File: config.mk
export PLATFORM = sky130hd
export DESIGN_NAME = pwo_writeback
export DESIGN_NICKNAME = d
export VERILOG_FILES = /design/src/verilog/pwo_pkg.sv /design/src/verilog/pwo_writeback.sv
export SDC_FILE = /design/constraint.sdc
export NUM_CORES = 1
export LEC_CHECK = 0
export BUFFER_PORTS_ARGS = -buffer_cell sky130_fd_sc_hd__buf_2
export CAP_MARGIN = 10
export CELL_PAD_IN_SITES_DETAIL_PLACEMENT = 0
export CELL_PAD_IN_SITES_GLOBAL_PLACEMENT = 1
export CORE_UTILIZATION = 34
export DETAILED_ROUTE_END_ITERATION = 10
export PLACE_DENSITY = 0.82
export SKIP_CTS_REPAIR_TIMING = 1
export SLEW_MARGIN = 20
export SYNTH_ARGS = -nofsm -noshare
export SYNTH_HDL_FRONTEND = slang
export SYNTH_SLANG_ARGS = --single-unit
File: constraint.sdc
create_clock -name clk -period 2.7 [get_ports clk]
set_clock_uncertainty 0.1 [all_clocks]
set_input_delay 0.27 -clock clk [delete_from_list [all_inputs] [get_ports clk]]
set_output_delay 0.27 -clock clk [all_outputs]
set_load 0.02 [all_outputs]
File: src/verilog/pwo_pkg.sv
// ==========================================================================
// Shared definitions for the pointwise polynomial engine: field constants,
// coefficient and memory word types, memory request and command structs.
// Modules pull these in with a wildcard import in their header
// ==========================================================================

package pwo_pkg;

    // ======================================================================
    // Field and memory constants
    // ======================================================================

    // q = 2^23 - 2^13 + 1
    localparam int unsigned PWO_Q = 8380417;

    localparam int COEFF_W    = 23;
    // One zero pad bit above each coefficient
    localparam int SLOT_W     = 24;
    localparam int LANES      = 4;
    localparam int MEM_ADDR_W = 15;

    // ======================================================================
    // Data types
    // ======================================================================

    typedef logic [COEFF_W-1:0] coeff_t;

    typedef struct packed {
        logic   pad;
        coeff_t coeff;
    } poly_slot_t;

    // Slot 0 sits in the low bits of the memory word
    typedef struct packed {
        poly_slot_t [LANES-1:0] slot;
    } poly_word_t;

    typedef enum logic [1:0] {
        op_pwm,
        op_pwa,
        op_pws
    } pwo_op_e;

    typedef enum logic [1:0] {
        rw_idle,
        rw_read,
        rw_write
    } rw_e;

    typedef struct packed {
        rw_e                   rw;
        logic [MEM_ADDR_W-1:0] addr;
    } mem_req_t;

    // Command held for the length of one pass
    typedef struct packed {
        pwo_op_e op;
        logic    accumulate;
    } pwo_cmd_t;

endpackage
File: src/verilog/pwo_writeback.sv
`timescale 1ns/1ps
// ==========================================================================
// Write-back for the pointwise engine. Packs the lane results into one
// memory word, aligns the C write request and pulses done after the
// last word of the pass
// ==========================================================================

module pwo_writeback
    import pwo_pkg::*;
#(
    parameter int POLY_WORDS = 64
) (
    input  logic                  clk,
    input  logic                  reset_n,
    input  logic                  zeroize_i,
    input  logic [MEM_ADDR_W-1:0] c_base_i,
    input  logic                  operand_valid_i,
    input  logic [LANES-1:0]      lane_valid_i,
    input  poly_word_t            lane_result_i,
    output mem_req_t              c_wr_req_o,
    output poly_word_t            c_wr_data_o,
    output logic                  done_o
);

    localparam int CNT_W = (POLY_WORDS > 1) ? $clog2(POLY_WORDS) : 1;

    logic                  accept;
    logic                  last_word;
    logic [CNT_W-1:0]      word_cnt_q;
    logic                  wr_valid_q;
    logic                  wr_last_q;
    logic [MEM_ADDR_W-1:0] wr_addr_q;
    poly_word_t            wr_data_q;
    poly_word_t            packed_word;

    // All lanes run in lock step
    assign accept    = &lane_valid_i;
    assign last_word = (word_cnt_q == CNT_W'(POLY_WORDS - 1));

    // Memory format keeps the pad bit of every slot at zero
    always_comb begin
        for (int i = 0; i < LANES; i++) begin
            packed_word.slot[i].pad   = 1'b0;
            packed_word.slot[i].coeff = lane_result_i.slot[i].coeff;
        end
    end

    always_ff @(posedge clk or negedge reset_n) begin
        if (!reset_n) begin
            word_cnt_q <= '0;
            wr_valid_q <= 1'b0;
            wr_last_q  <= 1'b0;
            done_o     <= 1'b0;
        end else if (zeroize_i) begin
            word_cnt_q <= '0;
            wr_valid_q <= 1'b0;
            wr_last_q  <= 1'b0;
            done_o     <= 1'b0;
        end else begin
            wr_valid_q <= accept;
            wr_last_q  <= accept & last_word;
            // Done follows the cycle of the last write
            done_o     <= wr_last_q;
            if (accept) begin
                word_cnt_q <= last_word ? '0 : word_cnt_q + CNT_W'(1);
            end
        end
    end

    always_ff @(posedge clk) begin
        if (accept) begin
            wr_addr_q <= c_base_i + MEM_ADDR_W'(word_cnt_q);
            wr_data_q <= packed_word;
        end
    end

    assign c_wr_req_o.rw   = wr_valid_q ? rw_write : rw_idle;
    assign c_wr_req_o.addr = wr_valid_q ? wr_addr_q : '0;
    assign c_wr_data_o     = wr_data_q;

    // Lane latency is four cycles unless a zeroize cuts the word off
    assert property (@(posedge clk) disable iff (!reset_n)
        (operand_valid_i && !zeroize_i) ##1 (!zeroize_i)[*3] |=> (&lane_valid_i));

    assert property (@(posedge clk) disable iff (!reset_n)
        (|lane_valid_i) |-> ((&lane_valid_i) && $past(operand_valid_i, 4)));

endmodule

# Word-level counts from Yosys, hierarchy flattened
# Cells that the tools add are included.
classes:
  n_addsub: 2
  n_eq_ne: 1
  n_mux: 8
  bitwise: 1
  reduce_logical: 2
op_table:
  columns: ["operator", "n"]
  rows:
  - ["$mux W6", 3]
  - ["$add A15 B6 Y15", 1]
  - ["$mux W15", 1]
  - ["$add A6 B1 Y6 const B", 1]
  - ["$eq A6 B6 Y1 const B", 1]
  - ["$reduce_and A4 Y1", 1]
  - ["$mux W1", 3]
  - ["$mux W2", 1]
  - ["$reduce_bool A2 Y1", 1]
  - ["$and A1 B1 Y1", 1]
totals:
  reg_bits: 116
  in_bits: 119
  word_cells: 23

# Depth between registers and ports, before layout
depth:
  depth_word: 4
  ltp_mapped: 6
  ltp_nobuf: 6

# Worst setup path before layout
# Ideal clock, no wire load.
synth_path:
  path_kind: "input to register"
  from: "input port lane_valid_i[2]"
  to: "register word_cnt_q[3]"
  setup_time_ps: 129
  arrival_ps: 3133
  t_required_ps: 2471
  setup_slack_ps: -662
  path_stages: 5
  n_path_buf: 0
  path_cell_list: "nand4_1 inv_1 nor2_1 a21oi_1 mux2i_1"
synth_via:
  elab_chain_len: 2
synth_lines:
  columns: ["element", "line", "rtl"]
  rows:
  - ["start: declaration", "pwo_writeback.sv:18", "input logic [LANES-1:0] lane_valid_i,"]
  - ["$reduce_and A4 Y1", "pwo_writeback.sv:37", "assign accept = &lane_valid_i;"]
  - ["named net accept", "pwo_writeback.sv:27", "logic accept;"]
  - ["$reduce_bool A2 Y1 (no source line)", null, null]
  - ["end signal: assignment", "pwo_writeback.sv:65", "word_cnt_q <= last_word ? '0 : word_cnt_q + CNT_W'(1);"]
  - ["end: declaration", "pwo_writeback.sv:29", "logic [CNT_W-1:0] word_cnt_q;"]
# The timed path passes the listed nets, and every way through them passes these cells.
# A chain may end at the register's enable or synchronous reset.

# Worst setup path in the final report
layout_path:
  from: "register word_cnt_q[0]"
  to: "register wr_addr_q[6], data pin"
layout_via:
  elab_chain_len: 1
layout_lines:
  columns: ["element", "line", "rtl"]
  rows:
  - ["$add A15 B6 Y15", "pwo_writeback.sv:72", "wr_addr_q <= c_base_i + MEM_ADDR_W'(word_cnt_q);"]
  - ["end signal: assignment", "pwo_writeback.sv:72", null]
  - ["end: declaration", "pwo_writeback.sv:32", "logic [MEM_ADDR_W-1:0] wr_addr_q;"]
# No other way between the ends.

==> Implementation_results.wiki <==
{| class="wikitable"
! Metric !! Value
|-
| Post-synthesis sequential element count || between 100 and 150
|-
| Layout net count || about 690
|-
| Combinational fraction of design power || under 10%
|-
| First-pass iteration count of the detailed router || 5
|-
| Unrepaired setup endpoints after global routing || false
|-
| Starting density of the core || around a third
|-
| Number of placed I/O pins || approximately 230
|-
| Clock tree from TritonCTS || done
|-
| Final wirelength || about 11 mm
|-
| # Max-Cap Violations || 0
|-
| Sort of element at the start of the critical path || flop
|-
| Power density of the placed cells || slightly below 700 mW/mm^2
|-
| Via Count || around 3100
|-
| Gate count of the mapped netlist || about 230
|-
| Clock Pin Slew Worst Setup and Hold Paths || 50 ps
|-
| Arrival time reported for the critical path endpoint || 2230 ps
|-
| Required arrival time at the worst endpoint || roughly 2800 ps
|-
| Bufs and invs on worst path || 0
|-
| Final hold violations || 0
|-
| Kind of cell adding the most delay to the critical path || adder cells
|-
| Number of synthesis warnings || 0
|-
| Path depth of the worst reg2reg path || 6
|-
| Final cycle utilization of the critical path || 80.8%
|-
| Count of unresolved DRC violations after routing || 0
|-
| Largest driver fanout on the critical path || 5
|-
| Global routing usage summed across all routing layers || between 10% and 20%
|-
| Maximum clock frequency || 458 MHz
|-
| Crit-path cells || ha_1 -> fa_1 -> a211oi_2 -> o21bai_1 -> a21oi_1 -> xnor2_1
|-
| Number of cells after detailed placement || between 500 and 600
|-
| Category of the worst setup path capture point || flop
|-
| Number of cell rows || 40
|-
| GR Overflow Total || 0
|-
| Minimum period implied by the final worst setup slack || around 2200 ps
|-
| Per-cell routed wire length || about 15 um
|-
| Initial DRC Count || roughly 170
|-
| Clock Sinks || roughly 120
|-
| Cell type of the slowest stage on the worst timing path || fa_1
|-
| Levels on crit path || 6
|-
| Hold Startpoint || zeroize_i
|-
| Capture endpoint of the worst hold path || done_o
|-
| Routed via count divided by cell count || 4.37
|-
| Worst Hold Class || input port to flop
|-
| Clock network latency to the later pin of the worst-skew pair || around 400 ps
|-
| Finished Cell Area || 0.00705 sq mm
|-
| Die width || around 110 um
|-
| Core footprint || between 0.01 and 0.015 sq mm
|-
| Worst Hold Margin || between 40 and 50 ps
|-
| H-tree depth || 4
|-
| Run status || finished, final reports clean
|-
| Per-instance average area after synthesis || 18.5 sq um
|-
| Final ANT Viol Nets || 0
|-
| HPWL reported at the end of detailed placement || between 7 and 8 mm
|-
| Switching power of the nets || roughly 0.91 mW
|-
| IO buf count || between 200 and 250
|-
| Worst Hold Depth || 2
|-
| Antenna violations before repair || 0
|-
| Proportion of power drawn by the clock network || 49.5%
|-
| First-pass GRT wire length || around 14 mm
|-
| Fraction of layout instances using a drive strength above 1 || between 40% and 50%
|-
| Final cell count without fillers || just over 700
|-
| Peak VDD IR || between 0.3 and 0.4 mV
|-
| Pin count of the biggest net entering global routing || 60
|-
| Vias in the first global route || ~2700
|-
| Startpoint of the worst-slack reg-to-reg timing path || word_cnt_q[0]
|-
| Max Transition Viols Final || 0
|-
| Core occupancy in the finished layout || between 50% and 60%
|-
| Number of antenna diodes || 0
|-
| Final setup TNS || 0 ps
|-
| Setup slack, reg-to-reg || around 520 ps
|-
| RR Endpoint || wr_addr_q[6]
|-
| Synth-to-layout area growth || 68.0%
|-
| Worst setup path class || flop to flop
|-
| Number of buffers inserted during clock tree synthesis || 17
|-
| Internal Power || 3.83 mW
|-
| Peak per-stage delay on the critical path || approximately 450 ps
|-
| Net Sw Frac || a little under a fifth
|-
| Placement-stage cell area || approximately 0.0055 sq mm
|-
| Die Height || roughly 110 um
|-
| Share of the yosys chip area belonging to registers || 82.0%
|-
| Synthesized cell area || around 0.0042 sq mm
|-
| Leakage || 2.98 nW
|-
| Number of buffers on the longest clock path || 2
|-
| Total of endpoints with negative setup slack in the final report || 0
|-
| Root buffer selected by CTS || clkbuf_16
|-
| Area of the die || around 0.013 sq mm
|-
| Synth unique cells || 31
|-
| RePlAce Congestion || about 0.8
|-
| Portion of total power attributed to sequential cells || 43.0%
|}
-- cells in the final DEF, fill, tap and decap left out, types with 5 or more instances in the layout --
| cell type | instances |
|---|---|
| a21oi_1 | 6 |
| and2_1 | 15 |
| buf_2 | 222 |
| bufinv_16 | 5 |
| clkbuf_16 | 17 |
| conb_1 | 5 |
| dfrtp_1 | 9 |
| dlygate4sd3_1 | 93 |
| edfxtp_1 | 107 |
| ha_1 | 7 |
| nand2_1 | 11 |
| nand3_1 | 8 |
| nor2_1 | 10 |
| xnor2_1 | 13 |
-- final cells by class --
type | count | area (sq um)
fill | 925 | 4960
timing repair buffer | 317 | 2080
clock buffer | 20 | 437
sequential | 116 | 3440
inverter | 1 | 7.51
multi-input combinational | 106 | 714
clock inverter | 11 | 184
tap | 147 | 184
-- metal layers --
layer | track usage (%) | routed length, um | vias up
met5 | 0 | 0 | -
met4 | 6.67 | 172 | 0
met3 | 5.89 | 715 | 17
met2 | 26.7 | 6210 | 123
met1 | 15.1 | 3860 | 1488
li1 | - | - | 1510
-- cell families after synthesis --
kind of cell,share of synthesized area [%]
flip-flops,82.0
AND/OR/NAND/NOR,7.01
AO/OA/AOI/OAI,3.43
XOR/XNOR,3.34
buffers and inverters,1.34
adder cells (fa/ha/maj),2.57
other,0.0894
multiplexers,0.239
-- cells in the mapped netlist (all sizes together) --
cell / count / share of area, %
edfxtp: 107 / 77
and2: 15 / 2.2
xnor2: 13 / 2.7
nand2: 11 / 0.98
nor2: 10 / 0.90
dfrtp: 9 / 5.4
nand3: 8 / 0.95
ha: 7 / 2.1
o21ai: 7 / 1.0
a21oi: 6 / 0.72
buf: 6 / 1.1
nand4: 4 / 0.60
nor3: 3 / 0.48
xor2: 3 / 0.63
a211oi: 2 / 0.60
a21o: 2 / 0.39
and3: 2 / 0.42
clkbuf: 2 / 0.18
nand2b: 2 / 0.30
o21bai: 2 / 0.36
a311oi: 1 / 0.36
conb: 1 / 0.089
fa: 1 / 0.48
inv: 1 / 0.089
mux2i: 1 / 0.24
nor2b: 1 / 0.15
-- sequential cells by signal, summed over array words and instances, names as in the netlist --
signal       flops
c_wr_data_o     92
wr_valid_q       1
word_cnt_q       6
wr_addr_q       15
done_o           1
wr_last_q        1
-- stage by stage --
stage | total power [mW] | worst slack (ps)
floorplan | 2.18 | 0.959
detailed placement | 2.32 | 534
CTS | 4.68 | 519
finish | 4.74 | 517
global route | 4.90 | 419
global placement | 2.31 | 574
-- power groups by stage --
| stage | registers (mW) | logic [mW] | clock network (mW) |
|---|---|---|---|
| 2_1_floorplan | 2.13 | 0.0550 | 0 |
| 3_3_place_gp | 2.07 | 0.243 | 0 |
| 3_5_place_dp | 2.07 | 0.249 | 0 |
| 4_1_cts | 2.03 | 0.250 | 2.39 |
| 5_1_grt | 2.04 | 0.386 | 2.48 |
| 6_report | 2.04 | 0.360 | 2.34 |
-- worst max path at each step --
stage / from / to / slack (ps)
3_5_place_dp: word_cnt_q[0] / wr_addr_q[6] / 530
3_3_place_gp: word_cnt_q[0] / wr_addr_q[6] / 570
5_1_grt: word_cnt_q[0] / wr_addr_q[6] / 420
6_report: word_cnt_q[0] / wr_addr_q[6] / 520
2_1_floorplan: lane_valid_i[3] / word_cnt_q[3] / 1
4_1_cts: word_cnt_q[0] / wr_addr_q[6] / 520
Note: power is estimated with default switching activity, not from simulation.
