`config.mk`:
```
export PLATFORM = sky130hd
export DESIGN_NAME = pwo_lane
export DESIGN_NICKNAME = d
export VERILOG_FILES = /design/src/verilog/pwo_pkg.sv /design/src/verilog/pwo_lane.sv
export SDC_FILE = /design/constraint.sdc
export NUM_CORES = 2
export LEC_CHECK = 0
export BUFFER_PORTS_ARGS = -buffer_cell sky130_fd_sc_hd__buf_4
export CORE_ASPECT_RATIO = 0.8
export CORE_MARGIN = 5
export CORE_UTILIZATION = 59
export DETAILED_ROUTE_END_ITERATION = 10
export PLACE_DENSITY = 0.79
export SETUP_SLACK_MARGIN = 0.5
export SYNTH_ARGS = -nofsm -noshare
export SYNTH_HDL_FRONTEND = slang
export SYNTH_SLANG_ARGS = --single-unit
```
`constraint.sdc`:
```
create_clock -name clk -period 8 [get_ports clk]
set_input_delay 0.4 -clock clk [delete_from_list [all_inputs] [get_ports clk]]
set_output_delay 0.4 -clock clk [all_outputs]
set_load 0.005 [all_outputs]
```
`src/verilog/pwo_pkg.sv`:
```
// ==========================================================================
// Shared definitions for the pointwise polynomial engine: field constants,
// coefficient and memory word types, memory request and command structs.
// Modules pull these in with a wildcard import in their header
// ==========================================================================

package pwo_pkg;

    // ======================================================================
    // Field and memory constants
    // ======================================================================

    // q = 2^23 - 2^13 + 1
    localparam int unsigned PWO_Q = 8380417;

    localparam int COEFF_W    = 23;
    // One zero pad bit above each coefficient
    localparam int SLOT_W     = 24;
    localparam int LANES      = 4;
    localparam int MEM_ADDR_W = 15;

    // ======================================================================
    // Data types
    // ======================================================================

    typedef logic [COEFF_W-1:0] coeff_t;

    typedef struct packed {
        logic   pad;
        coeff_t coeff;
    } poly_slot_t;

    // Slot 0 sits in the low bits of the memory word
    typedef struct packed {
        poly_slot_t [LANES-1:0] slot;
    } poly_word_t;

    typedef enum logic [1:0] {
        op_pwm,
        op_pwa,
        op_pws
    } pwo_op_e;

    typedef enum logic [1:0] {
        rw_idle,
        rw_read,
        rw_write
    } rw_e;

    typedef struct packed {
        rw_e                   rw;
        logic [MEM_ADDR_W-1:0] addr;
    } mem_req_t;

    // Command held for the length of one pass
    typedef struct packed {
        pwo_op_e op;
        logic    accumulate;
    } pwo_cmd_t;

endpackage
```
`src/verilog/pwo_lane.sv`:
```
`timescale 1ns/1ps
// ==========================================================================
// One coefficient lane. Modular multiply, add or subtract mod q with an
// optional accumulate of C, in a fixed four-stage pipeline
// ==========================================================================

module pwo_lane
    import pwo_pkg::*;
(
    input  logic     clk,
    input  logic     reset_n,
    input  logic     zeroize_i,
    input  pwo_cmd_t cmd_i,
    input  logic     operand_valid_i,
    input  coeff_t   a_i,
    input  coeff_t   b_i,
    input  coeff_t   c_i,
    output coeff_t   result_o,
    output logic     result_valid_o
);

    localparam int PROD_W  = 2 * COEFF_W;
    // 2^23 folds back as 2^13 - 1
    localparam int FOLD_SH = 13;
    localparam logic [SLOT_W-1:0] Q_EXT = SLOT_W'(PWO_Q);

    coeff_t            a_s1;
    coeff_t            b_s1;
    coeff_t            c_s1;
    logic              v_s1;
    logic [PROD_W-1:0] x_s2;
    coeff_t            c_s2;
    logic              v_s2;
    logic [SLOT_W-1:0] w_s3;
    coeff_t            c_s3;
    logic              v_s3;

    logic [PROD_W-1:0] x_d;
    logic [36:0]       fold1;
    logic [27:0]       fold2;
    logic [SLOT_W-1:0] fold3;
    logic [SLOT_W-1:0] red;
    logic [SLOT_W-1:0] acc_sum;
    logic [SLOT_W-1:0] res_d;

    // Stage 2 selects the raw value, all below q^2
    always_comb begin
        case (cmd_i.op)
            op_pwa:  x_d = PROD_W'(a_s1) + PROD_W'(b_s1);
            op_pws:  x_d = PROD_W'(a_s1) + PROD_W'(PWO_Q) - PROD_W'(b_s1);
            default: x_d = PROD_W'(a_s1) * PROD_W'(b_s1);
        endcase
    end

    // Stage 3 folds three times, the result ends below 2q
    always_comb begin
        fold1 = 37'(x_s2[COEFF_W-1:0])
              + (37'(x_s2[PROD_W-1:COEFF_W]) << FOLD_SH)
              - 37'(x_s2[PROD_W-1:COEFF_W]);
        fold2 = 28'(fold1[COEFF_W-1:0])
              + (28'(fold1[36:COEFF_W]) << FOLD_SH)
              - 28'(fold1[36:COEFF_W]);
        fold3 = SLOT_W'(fold2[COEFF_W-1:0])
              + (SLOT_W'(fold2[27:COEFF_W]) << FOLD_SH)
              - SLOT_W'(fold2[27:COEFF_W]);
    end

    // Stage 4 final correction, then accumulate and correct again
    always_comb begin
        red     = (w_s3 >= Q_EXT) ? w_s3 - Q_EXT : w_s3;
        acc_sum = red + (cmd_i.accumulate ? SLOT_W'(c_s3) : '0);
        res_d   = (acc_sum >= Q_EXT) ? acc_sum - Q_EXT : acc_sum;
    end

    always_ff @(posedge clk or negedge reset_n) begin
        if (!reset_n) begin
            v_s1           <= 1'b0;
            v_s2           <= 1'b0;
            v_s3           <= 1'b0;
            result_valid_o <= 1'b0;
        end else if (zeroize_i) begin
            v_s1           <= 1'b0;
            v_s2           <= 1'b0;
            v_s3           <= 1'b0;
            result_valid_o <= 1'b0;
        end else begin
            v_s1           <= operand_valid_i;
            v_s2           <= v_s1;
            v_s3           <= v_s2;
            result_valid_o <= v_s3;
        end
    end

    // Data path, C rides along with its word
    always_ff @(posedge clk) begin
        a_s1     <= a_i;
        b_s1     <= b_i;
        c_s1     <= c_i;
        x_s2     <= x_d;
        c_s2     <= c_s1;
        w_s3     <= fold3;
        c_s3     <= c_s2;
        result_o <= res_d[COEFF_W-1:0];
    end

    assert property (@(posedge clk) disable iff (!reset_n)
        result_valid_o |-> (result_o < PWO_Q));

endmodule

```
## After elaboration in Yosys (flattened, before gate mapping)

Index checks and enable logic that the tools add are counted.

| storage, ports and cells | value |
|---|---|
| register bits after elaboration | 212 |
| bits of input ports | 76 |
| output and inout bits | 24 |
| logic and storage cells | 37 |

| cells by class | value |
|---|---|
| add/sub/neg operators | 12 |
| $mul | 1 |
| order comparisons | 2 |
| eq/ne operators | 2 |
| multiplexer cells | 8 |

Operators by type and width:

| cell | count |
|---|---|
| 46-bit one-hot mux with 2 select lines | 1 |
| 24-bit by 23-bit >= comparator with 1-bit output, second input constant | 2 |
| 23-bit by 23-bit multiplier with 46-bit output | 1 |
| 23-bit 2-to-1 mux | 2 |
| 23-bit by 36-bit adder with 37-bit output | 1 |
| 37-bit by 23-bit subtractor with 37-bit output | 1 |
| 23-bit by 27-bit adder with 28-bit output | 1 |
| 28-bit by 14-bit subtractor with 28-bit output | 1 |
| 24-bit by 23-bit subtractor with 25-bit output | 1 |
| 23-bit by 18-bit adder with 24-bit output | 1 |
| 23-bit by 23-bit adder with 24-bit output | 1 |
| 23-bit by 23-bit adder with 24-bit output, second input constant | 1 |
| 24-bit by 23-bit adder with 24-bit output | 1 |
| 24-bit 2-to-1 mux | 1 |
| 24-bit by 23-bit subtractor with 24-bit output, second input constant | 1 |
| 24-bit by 5-bit subtractor with 24-bit output | 1 |
| 23-bit subtractor, second input constant | 1 |
| 1-bit 2-to-1 mux | 4 |
| 2-bit by 1-bit equality test with 1-bit output, second input constant | 1 |
| 2-bit equality test, second input constant | 1 |

## Longest topological paths before layout

| logic depth | value |
|---|---|
| depth after elaboration | 6 |
| depth in mapped cells | 45 |
| gate-level depth less buffers | 45 |

## Least setup slack after synthesis

OpenSTA, ideal clock, no wires.

| timing | value |
|---|---|
| path kind | register to register |
| start point | register x_s2[22] |
| end point | register w_s3[23] |
| library setup time | 0.125 ns |
| data arrival time | 8.205 ns |
| data required time | 7.875 ns |
| slack | -0.330 ns |
| stages on the path, launching flop included | 40 |
| buffers on the path | 0 |
| period minus slack after synthesis | 8.330 ns |
| cells stage by stage | dfxtp_1 -> inv_1 -> fa_1 -> inv_1 -> ha_1 -> a2111oi_0 -> o21ai_0 -> a221o_1 -> a31o_2 -> a31oi_1 -> nand2b_1 -> o21ai_0 -> a21o_1 -> a21o_1 -> xor2_1 -> inv_1 -> ha_1 -> ha_1 -> [... 4 more ...] -> o21ai_0 -> nor2_1 -> a2111oi_0 -> and2_1 -> mux2i_1 -> xnor2_1 -> xnor2_1 -> ha_1 -> a21oi_1 -> o21bai_1 -> a21oi_1 -> o21ai_0 -> a21boi_0 -> o21ai_0 -> o41a_1 -> a211oi_1 -> a21oi_1 -> xor2_1 |

| between the ends | value |
|---|---|
| word-level cells in the longest chain between the ends | 6 |

RTL lines:

| what | RTL line | source |
|---|---|---|
| from (decl) | pwo_lane.sv:31 | `logic [PROD_W-1:0] x_s2;` |
| from (signal assigned) | pwo_lane.sv:99 | `x_s2 <= x_d;` |
| 23-bit by 36-bit adder with 37-bit output (*) | pwo_lane.sv:58 | `+ (37'(x_s2[PROD_W-1:COEFF_W]) << FOLD_SH)` |
| 37-bit by 23-bit subtractor with 37-bit output (*) | pwo_lane.sv:59 | `- 37'(x_s2[PROD_W-1:COEFF_W]);` |
| 23-bit by 27-bit adder with 28-bit output | pwo_lane.sv:61 | `+ (28'(fold1[36:COEFF_W]) << FOLD_SH)` |
| 28-bit by 14-bit subtractor with 28-bit output (*) | pwo_lane.sv:62 | `- 28'(fold1[36:COEFF_W]);` |
| 23-bit by 18-bit adder with 24-bit output | pwo_lane.sv:64 | `+ (SLOT_W'(fold2[27:COEFF_W]) << FOLD_SH)` |
| 24-bit by 5-bit subtractor with 24-bit output (*) | pwo_lane.sv:65 | `- SLOT_W'(fold2[27:COEFF_W]);` |
| net fold3[23] | pwo_lane.sv:41 | `logic [SLOT_W-1:0] fold3;` |
| to (signal assigned) | pwo_lane.sv:101 | `w_s3 <= fold3;` |
| to (decl) | pwo_lane.sv:34 | `logic [SLOT_W-1:0] w_s3;` |

The timed path passes the listed nets; every way through them passes the cells marked *.

## Final worst setup path

| timing | value |
|---|---|
| start point | register x_s2[24] |
| end point | register w_s3[22] |

| between the ends | value |
|---|---|
| word-level cells in the longest chain between the ends | 6 |

RTL lines:

| what | RTL line |
|---|---|
| 23-bit by 36-bit adder with 37-bit output | pwo_lane.sv:58 |
| 37-bit by 23-bit subtractor with 37-bit output (*) | pwo_lane.sv:59 |
| 23-bit by 27-bit adder with 28-bit output | pwo_lane.sv:61 |
| 28-bit by 14-bit subtractor with 28-bit output (*) | pwo_lane.sv:62 |
| 23-bit by 18-bit adder with 24-bit output | pwo_lane.sv:64 |
| 24-bit by 5-bit subtractor with 24-bit output (*) | pwo_lane.sv:65 |
| net fold3[22] | pwo_lane.sv:41 |

Marked as above.

==> results by stage <==
Run status:
- The flow ran to the end, and the final reports show no timing, DRC or antenna violations.

Logic synthesis:
- Synthesis produced 3,619 cells.
- The area of the mapped netlist is 0.0315 mm^2.
- By area the synthesized netlist is led by fa_1 (29%), ha_1 (15%), dfxtp_1 (13%).
- The predominant post-synthesis flop cell is dfxtp_1.
- The number of synthesized flops with an enable pin is 0.
- fa_1 takes more of the synthesized area than any other cell.
- The total nets after synthesis is 4,538.
- The fraction of registers with async set/reset is 0.0189.
- The portion of the post-synthesis area used by sequential elements is 0.135.
- The count of state elements after synthesis is 212.
- Of the post-synthesis cell area, the dominant cell type holds 0.289.
- The number of different library cells used by synthesis comes to 83.
- The mean instance size in the synthesized netlist is 8.70 um^2.
- The count of synthesis-stage warnings from yosys is 0.

CTS:
- TritonCTS built the clock tree.
- No sink is reached through more buffers than the 3 on the longest clock path.
- The cell sitting at the root of the clock tree is a clkbuf_16.
- CTS built an H-tree with a depth of 1.
- The clock-pin slew of the registers on the worst-case setup and hold paths is 0.07 ns.
- Clock tree synthesis inserted a total of 24 buffers.
- The number of sinks driven by the clock tree is 212.
- For the worst-skew pair, the clock arrives at the later sink with an insertion delay of 0.58 ns.

Timing:
- Subtracting the final worst setup slack from the clock period gives 7.80 ns.
- In the finished design, the share of the clock period the worst path needs comes to 0.975.
- The count of pins over their slew limit is 0.
- Setup repair after global routing could not meet its margin everywhere.
- Between clock sinks in the finished design, the worst skew comes to 0.0410 ns.
- Setup violations remaining at the end of the flow were counted as 0.
- The worst path setup slack after routing is 0.201 ns.
- The tightest slew margin relative to the limit is 0.264.
- At the pin with the least slew margin, the transition time is 1.10 ns.
- Static timing analysis puts the maximum clock frequency at 0.128 GHz.
- The number of hold violations in the final report came to 0.

Critical path:
- The data arrival time of the critical path is 8.29 ns.
- The required arrival time at the worst endpoint is 8.49 ns.
- The worst setup path is captured at a flop.
- Along the worst path, the maximum fanout reaches 3.
- STA classifies the critical path startpoint as a flop.
- The worst setup path is of the reg2reg kind.
- The largest single stage delay on the critical path is 0.39 ns.
- The slowest cell on the critical path is o41a_1.

GRT:
- The overall track demand over capacity in global routing is 0.302.
- The first-pass GRT wire length is 142,000 um.
- The initial antenna violation count was 1.
- Entering global routing, the biggest net connects 48 pins.
- The total grt overflow is 0.
- In the global route stage, met1 resource usage came out at 0.447.
- For this run, global-route usage on met2 was measured as 0.465.
- In the global route stage, met3 resource usage came out at 0.0617.
- The highest-utilization routing layer at the global route stage is met2.
- The number of global-route vias before repair is 26,400.

Place:
- Once detailed placement completed, the half-perimeter wirelength came to 68,500 um.
- Before CTS, the worst setup slack after placement is -0.113 ns.
- In this run the cell area measured after placement is 0.0336 mm^2.
- The quantity of I/O buffers inserted on ports is 99.
- At the end of routability-driven placement, the weighted congestion stood at 0.981.
- The total instance count after detailed placement is 4,401.

Min path:
- The path class of the tightest hold or removal check is in2reg.

Route:
- The routed length per placed instance is 19.2 um.
- The total vias in the final route is 25,900.
- Wires add up to 87,500 um.
- The number of search-and-repair iterations in the first detailed-routing pass is 5.
- The number of DRC markers after the initial detailed-route iteration is 2,430.
- For this run, design rule violations remaining after detail routing come to 0.
- The routed via count divided by cell count is 5.68.
- Once detail routing completed, the nets flagged for antenna violations numbered 0.

Floorplan:
- In this run the core area contains 75 standard-cell rows.
- The initial core utilization is 0.598.
- The floorplan step defined a die boundary enclosing 0.0581 mm^2.
- The area of the core is 0.0526 mm^2.
- The die is 268 um wide.
- The vertical die dimension is 217 um.
- The count of boundary I/O pins is 100.

Final layout:
- Once layout is done, the placed cells without fillers occupy 0.0362 mm^2.
- The final design utilization is 0.687.
- The number of standard cells in the layout, taps in and fillers out is 4,561.
- 0 antenna diodes ended up in the layout.
- From synthesis to final layout, the design area changed by 14.8%.
- The fraction of layout cells with a size suffix above 1 is 0.121.
- The final net count is 4,769.

Flow run:
- Max-cap violations in this run came to 0.
[Yosys cell counts (24+ instances only)]
cell type and n:
inv_1 668, nand2_1 470, fa_1 454, ha_1 389, dfxtp_1 208, a21oi_1 172, and2_1 151, nor2_1 140
xnor2_1 122, clkbuf_1 113, o21ai_0 112, xor2_1 95, a21o_1 71, nand3_1 37, o21bai_1 36, nand2b_1 35
nor3_1 27, nor2b_1 24
[layer usage]
layer	wire, um	vias to the layer above
li1	-	12000
met1	38400	12600
met2	38600	1143
met3	8560	150
met4	2010	2
met5	13	-
[through the flow]
step,setup TNS (ns),hold WS [ns]
final,0,0.0590
after global placement,0,0.197
after detailed placement,-0.220,0.199
after floorplan,0,0.104
after CTS,0,0.0585
after global routing,-0.476,0.0674
[what timing repair did]
| action | 4_1_cts | 5_1_grt |
|---|---|---|
| gates resized for setup | 67 | 113 |
| endpoints found under the hold margin | 77 | 0 |
| buffers inserted | 31 | 14 |
| endpoints found under the setup margin | 20 | 29 |
| hold buffers | 71 | 0 |
| pin swaps | 58 | 70 |
| gates cloned | 0 | 0 |
[critical path, delay by kind of cell (launching register included)]
family	cells	cell delay, ns
AO/OA/AOI/OAI	22	4.07
buffers and inverters	4	0.38
XOR/XNOR	4	0.64
multiplexers	1	0.06
AND/OR/NAND/NOR	4	0.61
adder cells (fa/ha/maj)	6	1.68
flip-flops	1	0.34
[final cells by class]
class | count | area, um^2
Inverter | 669 | 2510
Fill cell | 4004 | 16500
Clock buffer | 27 | 612
Sequential cell | 212 | 4310
Tap cell | 693 | 867
Clock inverter | 17 | 193
Timing Repair Buffer | 324 | 2700
Multi-Input combinational cell | 2619 | 25000
[sequential cells by signal, indices dropped and copies added (netlist names), 23 cells and up]
register  count
c_s2         23
c_s1         23
x_s2         46
c_s3         23
b_s1         23
result_o     23
w_s3         24
a_s1         23
[cells by family after synthesis]
group,count (synthesis),synth area share
xor+xnor,217,0.0603
fa+ha+maj,843,0.443
compound gates,570,0.116
buf+inv,788,0.0941
flops,212,0.135
simple gates,980,0.149
mux,9,0.00286
[path summary, 6_finish.rpt]
check	from	endpoint	slack, ns	depth (start not counted)
setup / recovery	x_s2[24]	w_s3[22]	0.20	41
hold / removal	operand_valid_i	v_s1	0.06	2
setup reg to reg	x_s2[24]	w_s3[22]	0.20	41
hold reg to reg	c_s2[9]	c_s3[9]	0.30	0
max in group asynchronous	reset_n	v_s2	7.73	2
min in group asynchronous	reset_n	v_s1	0.16	2
[cells in the final DEF (no fill, tap or decap), drive strengths merged, types with 8 or more instances in the layout]
cell / count
nand4: 13
dlygate4sd3: 71
a211oi: 23
o21a: 17
and2: 152
a211o: 8
xor2: 95
buf: 253
fa: 454
o21bai: 36
ha: 389
a21o: 71
mux2i: 9
a21oi: 173
a2111oi: 8
xnor2: 122
o211ai: 9
nor3: 29
nand2b: 35
dfxtp: 208
o31ai: 9
nor4: 8
clkbuf: 27
inv: 675
a31oi: 23
nand2: 470
o21ai: 114
nor2b: 24
a221oi: 21
nand3: 38
or3: 14
and3: 16
nor2: 140
Power is left out: the tool's default activity adds up to more than one toggle a clock period on the data nets, which glitch-free logic cannot reach.
