==> src/verilog/pwo_pkg.sv <==
// ==========================================================================
// Shared definitions for the pointwise polynomial engine: field constants,
// coefficient and memory word types, memory request and command structs.
// Modules pull these in with a wildcard import in their header
// ==========================================================================

package pwo_pkg;

    // ======================================================================
    // Field and memory constants
    // ======================================================================

    // q = 2^23 - 2^13 + 1
    localparam int unsigned PWO_Q = 8380417;

    localparam int COEFF_W    = 23;
    // One zero pad bit above each coefficient
    localparam int SLOT_W     = 24;
    localparam int LANES      = 4;
    localparam int MEM_ADDR_W = 15;

    // ======================================================================
    // Data types
    // ======================================================================

    typedef logic [COEFF_W-1:0] coeff_t;

    typedef struct packed {
        logic   pad;
        coeff_t coeff;
    } poly_slot_t;

    // Slot 0 sits in the low bits of the memory word
    typedef struct packed {
        poly_slot_t [LANES-1:0] slot;
    } poly_word_t;

    typedef enum logic [1:0] {
        op_pwm,
        op_pwa,
        op_pws
    } pwo_op_e;

    typedef enum logic [1:0] {
        rw_idle,
        rw_read,
        rw_write
    } rw_e;

    typedef struct packed {
        rw_e                   rw;
        logic [MEM_ADDR_W-1:0] addr;
    } mem_req_t;

    // Command held for the length of one pass
    typedef struct packed {
        pwo_op_e op;
        logic    accumulate;
    } pwo_cmd_t;

endpackage
==> src/verilog/pwo_ctrl.sv <==
`timescale 1ns/1ps
// ==========================================================================
// Pass controller for the pointwise engine. Latches the command on start,
// walks the word counter and issues one read per cycle to A, B and, for an
// accumulating multiply, C. operand_valid_o marks the returned read data
// ==========================================================================

module pwo_ctrl
    import pwo_pkg::*;
#(
    parameter int POLY_WORDS = 64
) (
    input  logic                  clk,
    input  logic                  reset_n,
    input  logic                  zeroize_i,
    input  logic                  start_i,
    input  pwo_op_e               op_i,
    input  logic                  accumulate_i,
    input  logic [MEM_ADDR_W-1:0] a_base_i,
    input  logic [MEM_ADDR_W-1:0] b_base_i,
    input  logic [MEM_ADDR_W-1:0] c_base_i,
    input  logic                  done_i,
    output mem_req_t              a_rd_req_o,
    output mem_req_t              b_rd_req_o,
    output mem_req_t              c_rd_req_o,
    output pwo_cmd_t              cmd_o,
    output logic                  operand_valid_o,
    output logic                  busy_o
);

    localparam int CNT_W = (POLY_WORDS > 1) ? $clog2(POLY_WORDS) : 1;

    logic                  busy_q;
    logic                  rd_active_q;
    logic [CNT_W-1:0]      word_cnt_q;
    pwo_cmd_t              cmd_q;
    logic [MEM_ADDR_W-1:0] a_base_q;
    logic [MEM_ADDR_W-1:0] b_base_q;
    logic [MEM_ADDR_W-1:0] c_base_q;
    logic                  start_ok;
    logic                  last_word;
    logic [MEM_ADDR_W-1:0] offset;

    function automatic mem_req_t make_rd_req(input logic en,
                                             input logic [MEM_ADDR_W-1:0] addr);
        mem_req_t req;
        req.rw   = en ? rw_read : rw_idle;
        req.addr = en ? addr : '0;
        return req;
    endfunction

    // Busy drops together with the done pulse from the write-back
    assign busy_o    = busy_q & ~done_i;
    assign start_ok  = start_i & ~busy_o;
    assign last_word = (word_cnt_q == CNT_W'(POLY_WORDS - 1));
    assign offset    = MEM_ADDR_W'(word_cnt_q);

    always_ff @(posedge clk or negedge reset_n) begin
        if (!reset_n) begin
            busy_q          <= 1'b0;
            rd_active_q     <= 1'b0;
            word_cnt_q      <= '0;
            operand_valid_o <= 1'b0;
            cmd_q           <= '0;
            a_base_q        <= '0;
            b_base_q        <= '0;
            c_base_q        <= '0;
        end else if (zeroize_i) begin
            busy_q          <= 1'b0;
            rd_active_q     <= 1'b0;
            word_cnt_q      <= '0;
            operand_valid_o <= 1'b0;
            cmd_q           <= '0;
            a_base_q        <= '0;
            b_base_q        <= '0;
            c_base_q        <= '0;
        end else begin
            // Read data comes back one cycle after the request
            operand_valid_o <= rd_active_q;
            if (start_ok) begin
                busy_q           <= 1'b1;
                rd_active_q      <= 1'b1;
                word_cnt_q       <= '0;
                cmd_q.op         <= op_i;
                // Only pwm can accumulate into C
                cmd_q.accumulate <= accumulate_i & (op_i == op_pwm);
                a_base_q         <= a_base_i;
                b_base_q         <= b_base_i;
                c_base_q         <= c_base_i;
            end else begin
                if (done_i) begin
                    busy_q <= 1'b0;
                end
                if (rd_active_q) begin
                    word_cnt_q <= last_word ? '0 : word_cnt_q + CNT_W'(1);
                    if (last_word) begin
                        rd_active_q <= 1'b0;
                    end
                end
            end
        end
    end

    assign a_rd_req_o = make_rd_req(rd_active_q, a_base_q + offset);
    assign b_rd_req_o = make_rd_req(rd_active_q, b_base_q + offset);
    assign c_rd_req_o = make_rd_req(rd_active_q & cmd_q.accumulate, c_base_q + offset);
    assign cmd_o      = cmd_q;

    // Reads only while a pass is open, never past the write-back done
    assert property (@(posedge clk) disable iff (!reset_n)
        (a_rd_req_o.rw == rw_read) |-> busy_o);

    // C is untouched by pwa and pws passes
    assert property (@(posedge clk) disable iff (!reset_n)
        (c_rd_req_o.rw == rw_read) |-> (cmd_o.op == op_pwm));

endmodule

==> config.mk <==
export PLATFORM = sky130hd
export DESIGN_NAME = pwo_ctrl
export DESIGN_NICKNAME = d
export VERILOG_FILES = /design/src/verilog/pwo_pkg.sv /design/src/verilog/pwo_ctrl.sv
export SDC_FILE = /design/constraint.sdc
export NUM_CORES = 1
export LEC_CHECK = 0
export BUFFER_PORTS_ARGS = -buffer_cell sky130_fd_sc_hd__buf_2
export CORE_ASPECT_RATIO = 1.1
export CORE_MARGIN = 3
export CORE_UTILIZATION = 40
export DETAILED_ROUTE_END_ITERATION = 8
export HOLD_SLACK_MARGIN = 0.02
export SYNTH_ARGS = -nofsm -noshare
export SYNTH_HDL_FRONTEND = slang
export SYNTH_SLANG_ARGS = --single-unit
==> constraint.sdc <==
create_clock -name clk -period 7.07 [get_ports clk]
set_input_delay 1.0605 -clock clk [delete_from_list [all_inputs] [get_ports clk]]
set_output_delay 1.0605 -clock clk [all_outputs]
set_load 0.05 [all_outputs]
# Word level (Yosys, flattened, before mapping)
# Index checks and enable logic that the tools add are counted.
# classes
addsub	4
mul	0
n_div	0
magnitude_cmp	0
eq_ne	1
shift	0
n_mux	25
bitwise	6
n_reduce_logical	4
# op_table
operator	n
2-to-1 mux 15 bit	9
adder 15 x 6 -> 15 bit	3
2-to-1 mux 6 bit	4
2-to-1 mux 1 bit	10
adder 6 x 1 -> 6 bit (second input constant)	1
equality test 6 bit (second input constant)	1
2-to-1 mux 3 bit	2
nonzero test 3 bit	2
AND 1 bit	4
zero test 2 bit	1
NOT 1 bit	2
nonzero test 2 bit	1
# word_totals
register_bits	57
latch_bits	0
ramBits	0
rom_bits	0
input_bits	53
out_inout_bits	56
word_cells	49
n_memories	0

# Longest topological paths before layout
# Gate-level depths: netlist of the first run.
# depth
depth_word	6
mapped_depth	7
depth_no_buf	6

# Worst setup path before layout of the first run
# No wires, ideal clock.
# synth_path
path_kind	flip-flop to output port
startpoint	register word_cnt_q[0]
endpoint	output port b_rd_req_o[6] (netlist name)
t_arrival_ns	3.312
t_required_ns	6.009
path_slack_ns	2.698
path_stages_with_launch	6
path_buffers	0
path_cell_list	dfrtp_1 > ha_1 > fa_1 > a211oi_2 > o21bai_1 > o311ai_0
# synth_lines
element	line	rtl
from (decl)	pwo_ctrl.sv:35	logic [CNT_W-1:0] word_cnt_q;
from (signal assigned)	pwo_ctrl.sv:95	word_cnt_q <= last_word ? '0 : word_cnt_q + CNT_W'(1);
to (decl)	pwo_ctrl.sv:24	output mem_req_t b_rd_req_o,

==> results of run 1 <==
-- worst max-delay path, cell delays in order (launching register included) --
cell,delay (ps)
dfrtp_1,460
ha_1,280
fa_1,430
a211o_1,360
a211oi_2,440
nand3b_1,190
mux2i_1,190
buf_2,280
-- state kept, by name, summed over array words and instances, names as in the netlist --
signal / flops
b_base_q: 15
busy_q: 1
cmd_o: 3
a_base_q: 15
operand_valid_o: 1
rd_active_q: 1
c_base_q: 15
word_cnt_q: 6
-- power by group through the flow --
stage	Clock, uW	Combinational [uW]	Sequential (uW)
after floorplan	0	96.5	364
after global placement	0	139	364
after detailed placement	0	142	365
after CTS	272	142	359
after global routing	289	155	361
final	264	140	359
-- Yosys cell counts, types with 4 or more instances --
cell	n	area, sq um
xor2_1	5	43.8
o21a_1	4	30.0
nor3_1	8	40.0
a21o_1	7	52.6
o31ai_1	4	30.0
inv_1	8	30.0
xnor2_1	6	52.6
nand2b_1	12	75.1
a31o_2	5	43.8
dfrtp_1	57	1430
nand2_1	122	458
and2_1	6	37.5
ha_1	19	238
o211ai_1	5	37.5
clkbuf_1	18	67.6
nor2_1	29	109
o21ai_0	5	25.0
or4_1	4	30.0
and3_1	4	25.0
mux2i_1	13	130
a31oi_1	4	25.0
nand4_1	5	31.3
buf_2	7	35.0
a21oi_1	70	350
buf_4	5	37.5
a211oi_1	8	60.1
nand3_1	15	75.1
-- logic make-up (layout without fill, tap and decap cells) --
| group | count (synthesis) | after routing | share of synthesized area (%) |
|---|---|---|---|
| xor gates and xnor gates | 11 | 11 | 2.44 |
| and+or+nand+nor | 218 | 218 | 25.0 |
| AOI/OAI and AO/OA | 127 | 127 | 20.3 |
| adders and majority gates | 22 | 22 | 7.56 |
| DFF | 57 | 57 | 36.2 |
| buffers and inverters | 40 | 133 | 4.54 |
| muxes | 15 | 15 | 3.87 |
| other | 1 | 3 | 0.0951 |
-- area by class of cell --
type	count	area, sq um	area share, %
Multi-Input combinational cell	396	2340	50.3
Timing Repair Buffer	108	548	11.8
Inverter	9	33.8	0.725
Sequential cell	57	1430	30.6
Clock inverter	6	35.0	0.751
Tap cell	117	146	3.14
Clock buffer	10	128	2.74
-- routing by layer --
metal  up-vias  track usage [%]  wire length [um]  part of all wire [%]
li1       1903                -                 -                     -
met1      1800             25.5              4920                    45
met2       104             32.9              5110                    47
met3        14             3.96               649                   6.0
met4         0             6.64               146                   1.3
met5         -                0                 0                     0
-- worst paths after layout --
kind                                                start  slack [ps]  cells after the start                  endpoint
worst max register to register         busy_q$_DFFE_PN0P_        5260                      4   c_base_q[0]$_DFFE_PN0P_
worst max-delay path            word_cnt_q[0]$_DFFE_PN0P_        3030                      7            a_rd_req_o[14]
max in group asynchronous                         reset_n        5690                      2   c_base_q[4]$_DFFE_PN0P_
worst min-delay path                 cmd_o[2]$_DFFE_PN0P_         530                      2      cmd_o[2]$_DFFE_PN0P_
worst min register to register       cmd_o[2]$_DFFE_PN0P_         530                      2      cmd_o[2]$_DFFE_PN0P_
min in group asynchronous                         reset_n         840                      2  c_base_q[10]$_DFFE_PN0P_
-- through the flow --
stage                     area [sq um]  power [uW]  setup WS [ps]
after global placement            4500         503           3450
after floorplan                   3950         460           2700
final                             4660         763           3030
after detailed placement          4500         507           3420
after CTS                         4660         772           3040
after global routing              4660         806           2900
==> out/summary.txt, run 1 <==
Die W: 101 um
Slew headroom: 23.8%
post-route setup TNS: 0 ps
asr flop ratio synth: 100%
row cnt: 37
Max Slew Vio Count: 0
cell count after synthesis: 491
peak supply drop: 0.0754 mV
die area: 0.0111 sq mm
Worst Skew: 8.32 ps
startpoint types: register
# DRC: 0
commonest non-fill, non-tap cell in the layout: nand2_1
clock share of power: 34.6%
pwr dens: 164 mW/mm^2
post_cts resized: 0
maximum net fanout on the critical path: 7
final worst-path cycle share: 57.1%
Bufs on Longest Clock Path: 2
port bufs: 105
layout cell share with drive strength beyond 1: 23.5%
DR vias/cell: 5.44
WL/cell: 15.4 um
sequential share of the synthesized area: 36.2%
DRT antenna net count: 0
final core occ: 49.1%
register share of total power: 47.0%
Initial Util: 41.5%
Top FF cell, synth: dfrtp_1
IO Count: 109
initial antenna violation count: 0
drt first-iter violations: 186
GP Congestion: 0.829
worst hold path class: register to register
via count: 3,821
core footprint: 0.00949 sq mm
CP Capture Type: output pin
Die H: 110 um
unrepaired setup endpoints after global routing: no
non-filler cells, final: 703
Comb power frac: 18.4%
final setup vio count: 0
GR Overflow Total: 0
Required @ worst endpoint: 6010 ps
vias in the first global route: 3,748
Setup CP Type: register to output pin
gr usage total: 19.7%
CTS Sinks: 57
Root Buffer: clkbuf_8
largest net degree at the start of global routing: 58
Internal: 509 uW
CTS tree: built
CP arrival: 2980 ps
NetSw: 254 uW
most frequent cells in the layout: 122 x nand2_1, 105 x buf_2, 70 x a21oi_1
Syn. warnings: 0
Post-Syn Area per Cell: 8.03 sq um
EDFF count, synth: 0
hold_buf cts: 0
CTS H-tree lvls: 3
HPWL Detailed: 7.35 mm
distinct cell type count after synthesis: 47
Worst-Skew Late Latency: 340 ps
Worst Hold Slack: 527 ps
TritonCTS buffer count: 9
Final Hold Fails: 0
drt first pass iters: 4
clock slew at reported path FFs: 70 ps
sw frac: 33.3%
synthesis-to-finish area growth: 18.3%
outcome: finished, final reports clean
Layout Nets: 656
slew of the pin with the lowest slew margin: 1140 ps
Pleak: 0.00234 uW
total wire length: 10.8 mm
synthesized flop and latch total: 57
Cells after DPL: 687
post-CTS setup buffers: 0
Max-cap violations: 0
first-pass GRT wire length: 17.6 mm
# fillers: 963
diode count: 0
clock period minus worst slack: 4040 ps
Max Clock Freq: 248 MHz
Synth Cell Area: 0.00394 sq mm
Note: power is estimated with default switching activity, not from simulation.
==> run 2, diff against run 1 <==
--- a/config.mk
+++ b/config.mk
@@ -5,12 +5,14 @@
 export SDC_FILE = /design/constraint.sdc
 export NUM_CORES = 1
 export LEC_CHECK = 0
+export ABC_AREA = 1
 export BUFFER_PORTS_ARGS = -buffer_cell sky130_fd_sc_hd__buf_2
 export CORE_ASPECT_RATIO = 1.1
 export CORE_MARGIN = 3
 export CORE_UTILIZATION = 40
 export DETAILED_ROUTE_END_ITERATION = 8
 export HOLD_SLACK_MARGIN = 0.02
+export PLACE_DENSITY = 0.66
 export SYNTH_ARGS = -nofsm -noshare
 export SYNTH_HDL_FRONTEND = slang
 export SYNTH_SLANG_ARGS = --single-unit
==> constraint.sdc (replaced) <==
create_clock -name clk -period 3.7 [get_ports clk]
set_input_delay 0.555 -clock clk [delete_from_list [all_inputs] [get_ports clk]]
set_output_delay 0.555 -clock clk [all_outputs]
set_load 0.05 [all_outputs]
==> run 2 against run 1 <==
Effect of this change:
- setup slack worse by 2300 ps
- clock skew is 1.6 ps lower
- clock-buffer cell count is 2 higher
- sequential power is 98% higher
- synthesized cell count is 27% higher
- sequential share of layout area is 1.6 points lower
- cell count is 20% higher
- first-iteration DRC count is 2.7% lower
- die area is 4.7% higher
==> out/summary.txt, run 2 <==
Area after DPL: 0.00470 sq mm
core footprint: 0.00998 sq mm
HPWL Detailed: 8.45 mm
Worst Skew: 6.68 ps
# DRC: 0
clock slew at reported path FFs: 70 ps
WL/cell: 13.4 um
Initial Util: 41.4%
Comb power frac: 20.5%
post-CTS setup buffers: 0
pre-CTS WS: 1090 ps
most frequent cells in the layout: 188 x nand2_1, 105 x buf_2, 93 x nand3_1
Pleak: 0.00277 uW
hold_buf cts: 0
Required @ worst endpoint: 3140 ps
Top FF cell, synth: dfrtp_1
Max Slew Vio Count: 0
CP cell instances: ha_1, fa_1, nand2_1, nand3_1, nand3_1, nand2_2, nand3_1, nand2_1, nor2_1, buf_2
NetSw: 556 uW
pwr dens: 343 mW/mm^2
Max Clock Freq: 334 MHz
ranking of synthesized cells by area: dfrtp_1 34%, nand2_1 17%, nand3_1 11%
total wire length: 11.3 mm
Die H: 113 um
die area: 0.0116 sq mm
clock period minus worst slack: 2990 ps
EDFF count, synth: 0
Layout Nets: 797
unrepaired setup endpoints after global routing: no
Slew headroom: 41.9%
list of most frequent post-synthesis cells: 188 x nand2_1, 93 x nand3_1, 67 x inv_1
# fillers: 1,031
sequential share of the synthesized area: 34.5%
commonest non-fill, non-tap cell in the layout: nand2_1
Cells after DPL: 831
final setup vio count: 0
count leader, synth: nand2_1
gr usage total: 20.3%
Worst Hold Slack: 335 ps
area share of the largest cell type after synthesis: 34.5%
design area: 0.00491 sq mm
Worst path max stage delay: 480 ps
layout cell share with drive strength beyond 1: 19.8%
non-filler cells, final: 847
drt first pass iters: 5
register share of total power: 42.2%
TritonCTS buffer count: 9
outcome: finished, final reports clean
synthesis-to-finish area growth: 18.7%
startpoint types: register
drt first-iter violations: 181
Synth Cell Area: 0.00414 sq mm
diode count: 0
post-route setup TNS: 0 ps
CTS H-tree lvls: 3
crit-path most repeated cell: nand3_1
GP Congestion: 0.870
cell count after synthesis: 623
DR vias/cell: 5.04
Final Hold Fails: 0
peak supply drop: 0.180 mV
DRT antenna net count: 0
IO Count: 109
fin worst setup slack: 710 ps
asr flop ratio synth: 100%
slowest CP cell: dfrtp_1
Root Buffer: clkbuf_8
first-pass GRT wire length: 18.8 mm
Max-cap violations: 0
Bufs on Longest Clock Path: 2
Syn. warnings: 0
sw frac: 33.0%
worst hold path class: primary input to async pin
Worst-Skew Late Latency: 330 ps
GR Overflow Total: 0
largest net degree at the start of global routing: 48
CTS tree: built
CP Capture Type: output pin
vias in the first global route: 4,042
initial antenna violation count: 0
Largest regs: a_base_q: 15 flops, b_base_q: 15 flops, c_base_q: 15 flops
Setup CP Type: register to output pin
via count: 4,265
synthesized flop and latch total: 57
CP arrival: 2430 ps
distinct cell type count after synthesis: 26
final worst-path cycle share: 80.8%
Post-Syn Area per Cell: 6.64 sq um
area leader, netlist: dfrtp_1
row cnt: 38
CTS Sinks: 57
clock share of power: 37.3%
post_cts resized: 0
port bufs: 105
slew of the pin with the lowest slew margin: 872 ps
Die W: 103 um
maximum net fanout on the critical path: 9
Internal: 1130 uW
==> run 2: changes by cell type in the layout (fill, tap and decap cells not counted), moves of 6 or more <==
cell and delta:
xnor2_1 -6, nor2_1 +36, mux2i_1 -13, a21oi_1 -36, a211oi_1 -8, nor2_2 +6, o21ai_0 +31, inv_1 +59
nand3_1 +78, nand2_1 +66, a21o_1 -7, nand2b_1 -12, nand2_2 +10
==> run 2: final timing paths <==
path,end,slack [ps],startpoint,depth (start not counted)
worst max-delay path,c_rd_req_o[12],710,word_cnt_q[0]$_DFFE_PN0P_,10
worst min-delay path,b_base_q[7]$_DFFE_PN0P_,340,reset_n,1
worst max register to register,word_cnt_q[2]$_DFFE_PN0P_,1840,busy_q$_DFFE_PN0P_,7
worst min register to register,a_base_q[3]$_DFFE_PN0P_,480,a_base_q[3]$_DFFE_PN0P_,2
max in group asynchronous,word_cnt_q[2]$_DFFE_PN0P_,2530,reset_n,2
min in group clk,busy_q$_DFFE_PN0P_,380,zeroize_i,2
==> run 2: cell type report <==
type / count / area (sq um) / area share [%]
multi-input combinational: 476 / 2310 / 47.0
sequential: 57 / 1430 / 29.0
timing repair buffer: 108 / 548 / 11.2
inverter: 70 / 263 / 5.35
clock buffer: 12 / 165 / 3.36
tap: 120 / 150 / 3.06
clock inverter: 4 / 50.0 / 1.02
==> run 2: per-stage QoR <==
stage / util [%] / power [uW]
6_report: 49.2 / 1680
5_1_grt: 49.2 / 1780
2_1_floorplan: - / 962
3_5_place_dp: 47.0 / 1070
3_3_place_gp: 47.0 / 1060
4_1_cts: 49.2 / 1700
==> run 2: worst max-delay path, delay by kind of cell, from the launching register on <==
family	cells	cell delay (ps)
adders and majority gates	2	680
DFF	1	480
and+or+nand+nor	7	660
buffers and inverters	1	280
==> run 2: metal layers <==
layer | vias up | wire [um] | GRT usage [%]
li1 | 2188 | - | -
met1 | 1940 | 5100 | 27.2
met2 | 121 | 5500 | 33.7
met3 | 16 | 566 | 3.29
met4 | 0 | 176 | 5.35
met5 | - | 0 | 0
==> run 2: cell families after synthesis <==
| group | after synthesis | share of synthesized area [%] |
|---|---|---|
| XOR/XNOR | 4 | 0.847 |
| AND/OR/NAND/NOR | 375 | 38.7 |
| other | 1 | 0.0906 |
| flip-flops | 57 | 34.5 |
| AO/OA/AOI/OAI | 72 | 8.80 |
| adder cells (fa/ha/maj) | 22 | 7.20 |
| buffers and inverters | 92 | 9.89 |
==> run 2: power by group through the flow <==
| stage | logic, uW | clock network (uW) | registers (uW) |
|---|---|---|---|
| after floorplan | 246 | 0 | 716 |
| after global placement | 344 | 0 | 720 |
| after detailed placement | 349 | 0 | 722 |
| after CTS | 350 | 641 | 710 |
| after global routing | 387 | 678 | 717 |
| final | 345 | 628 | 710 |
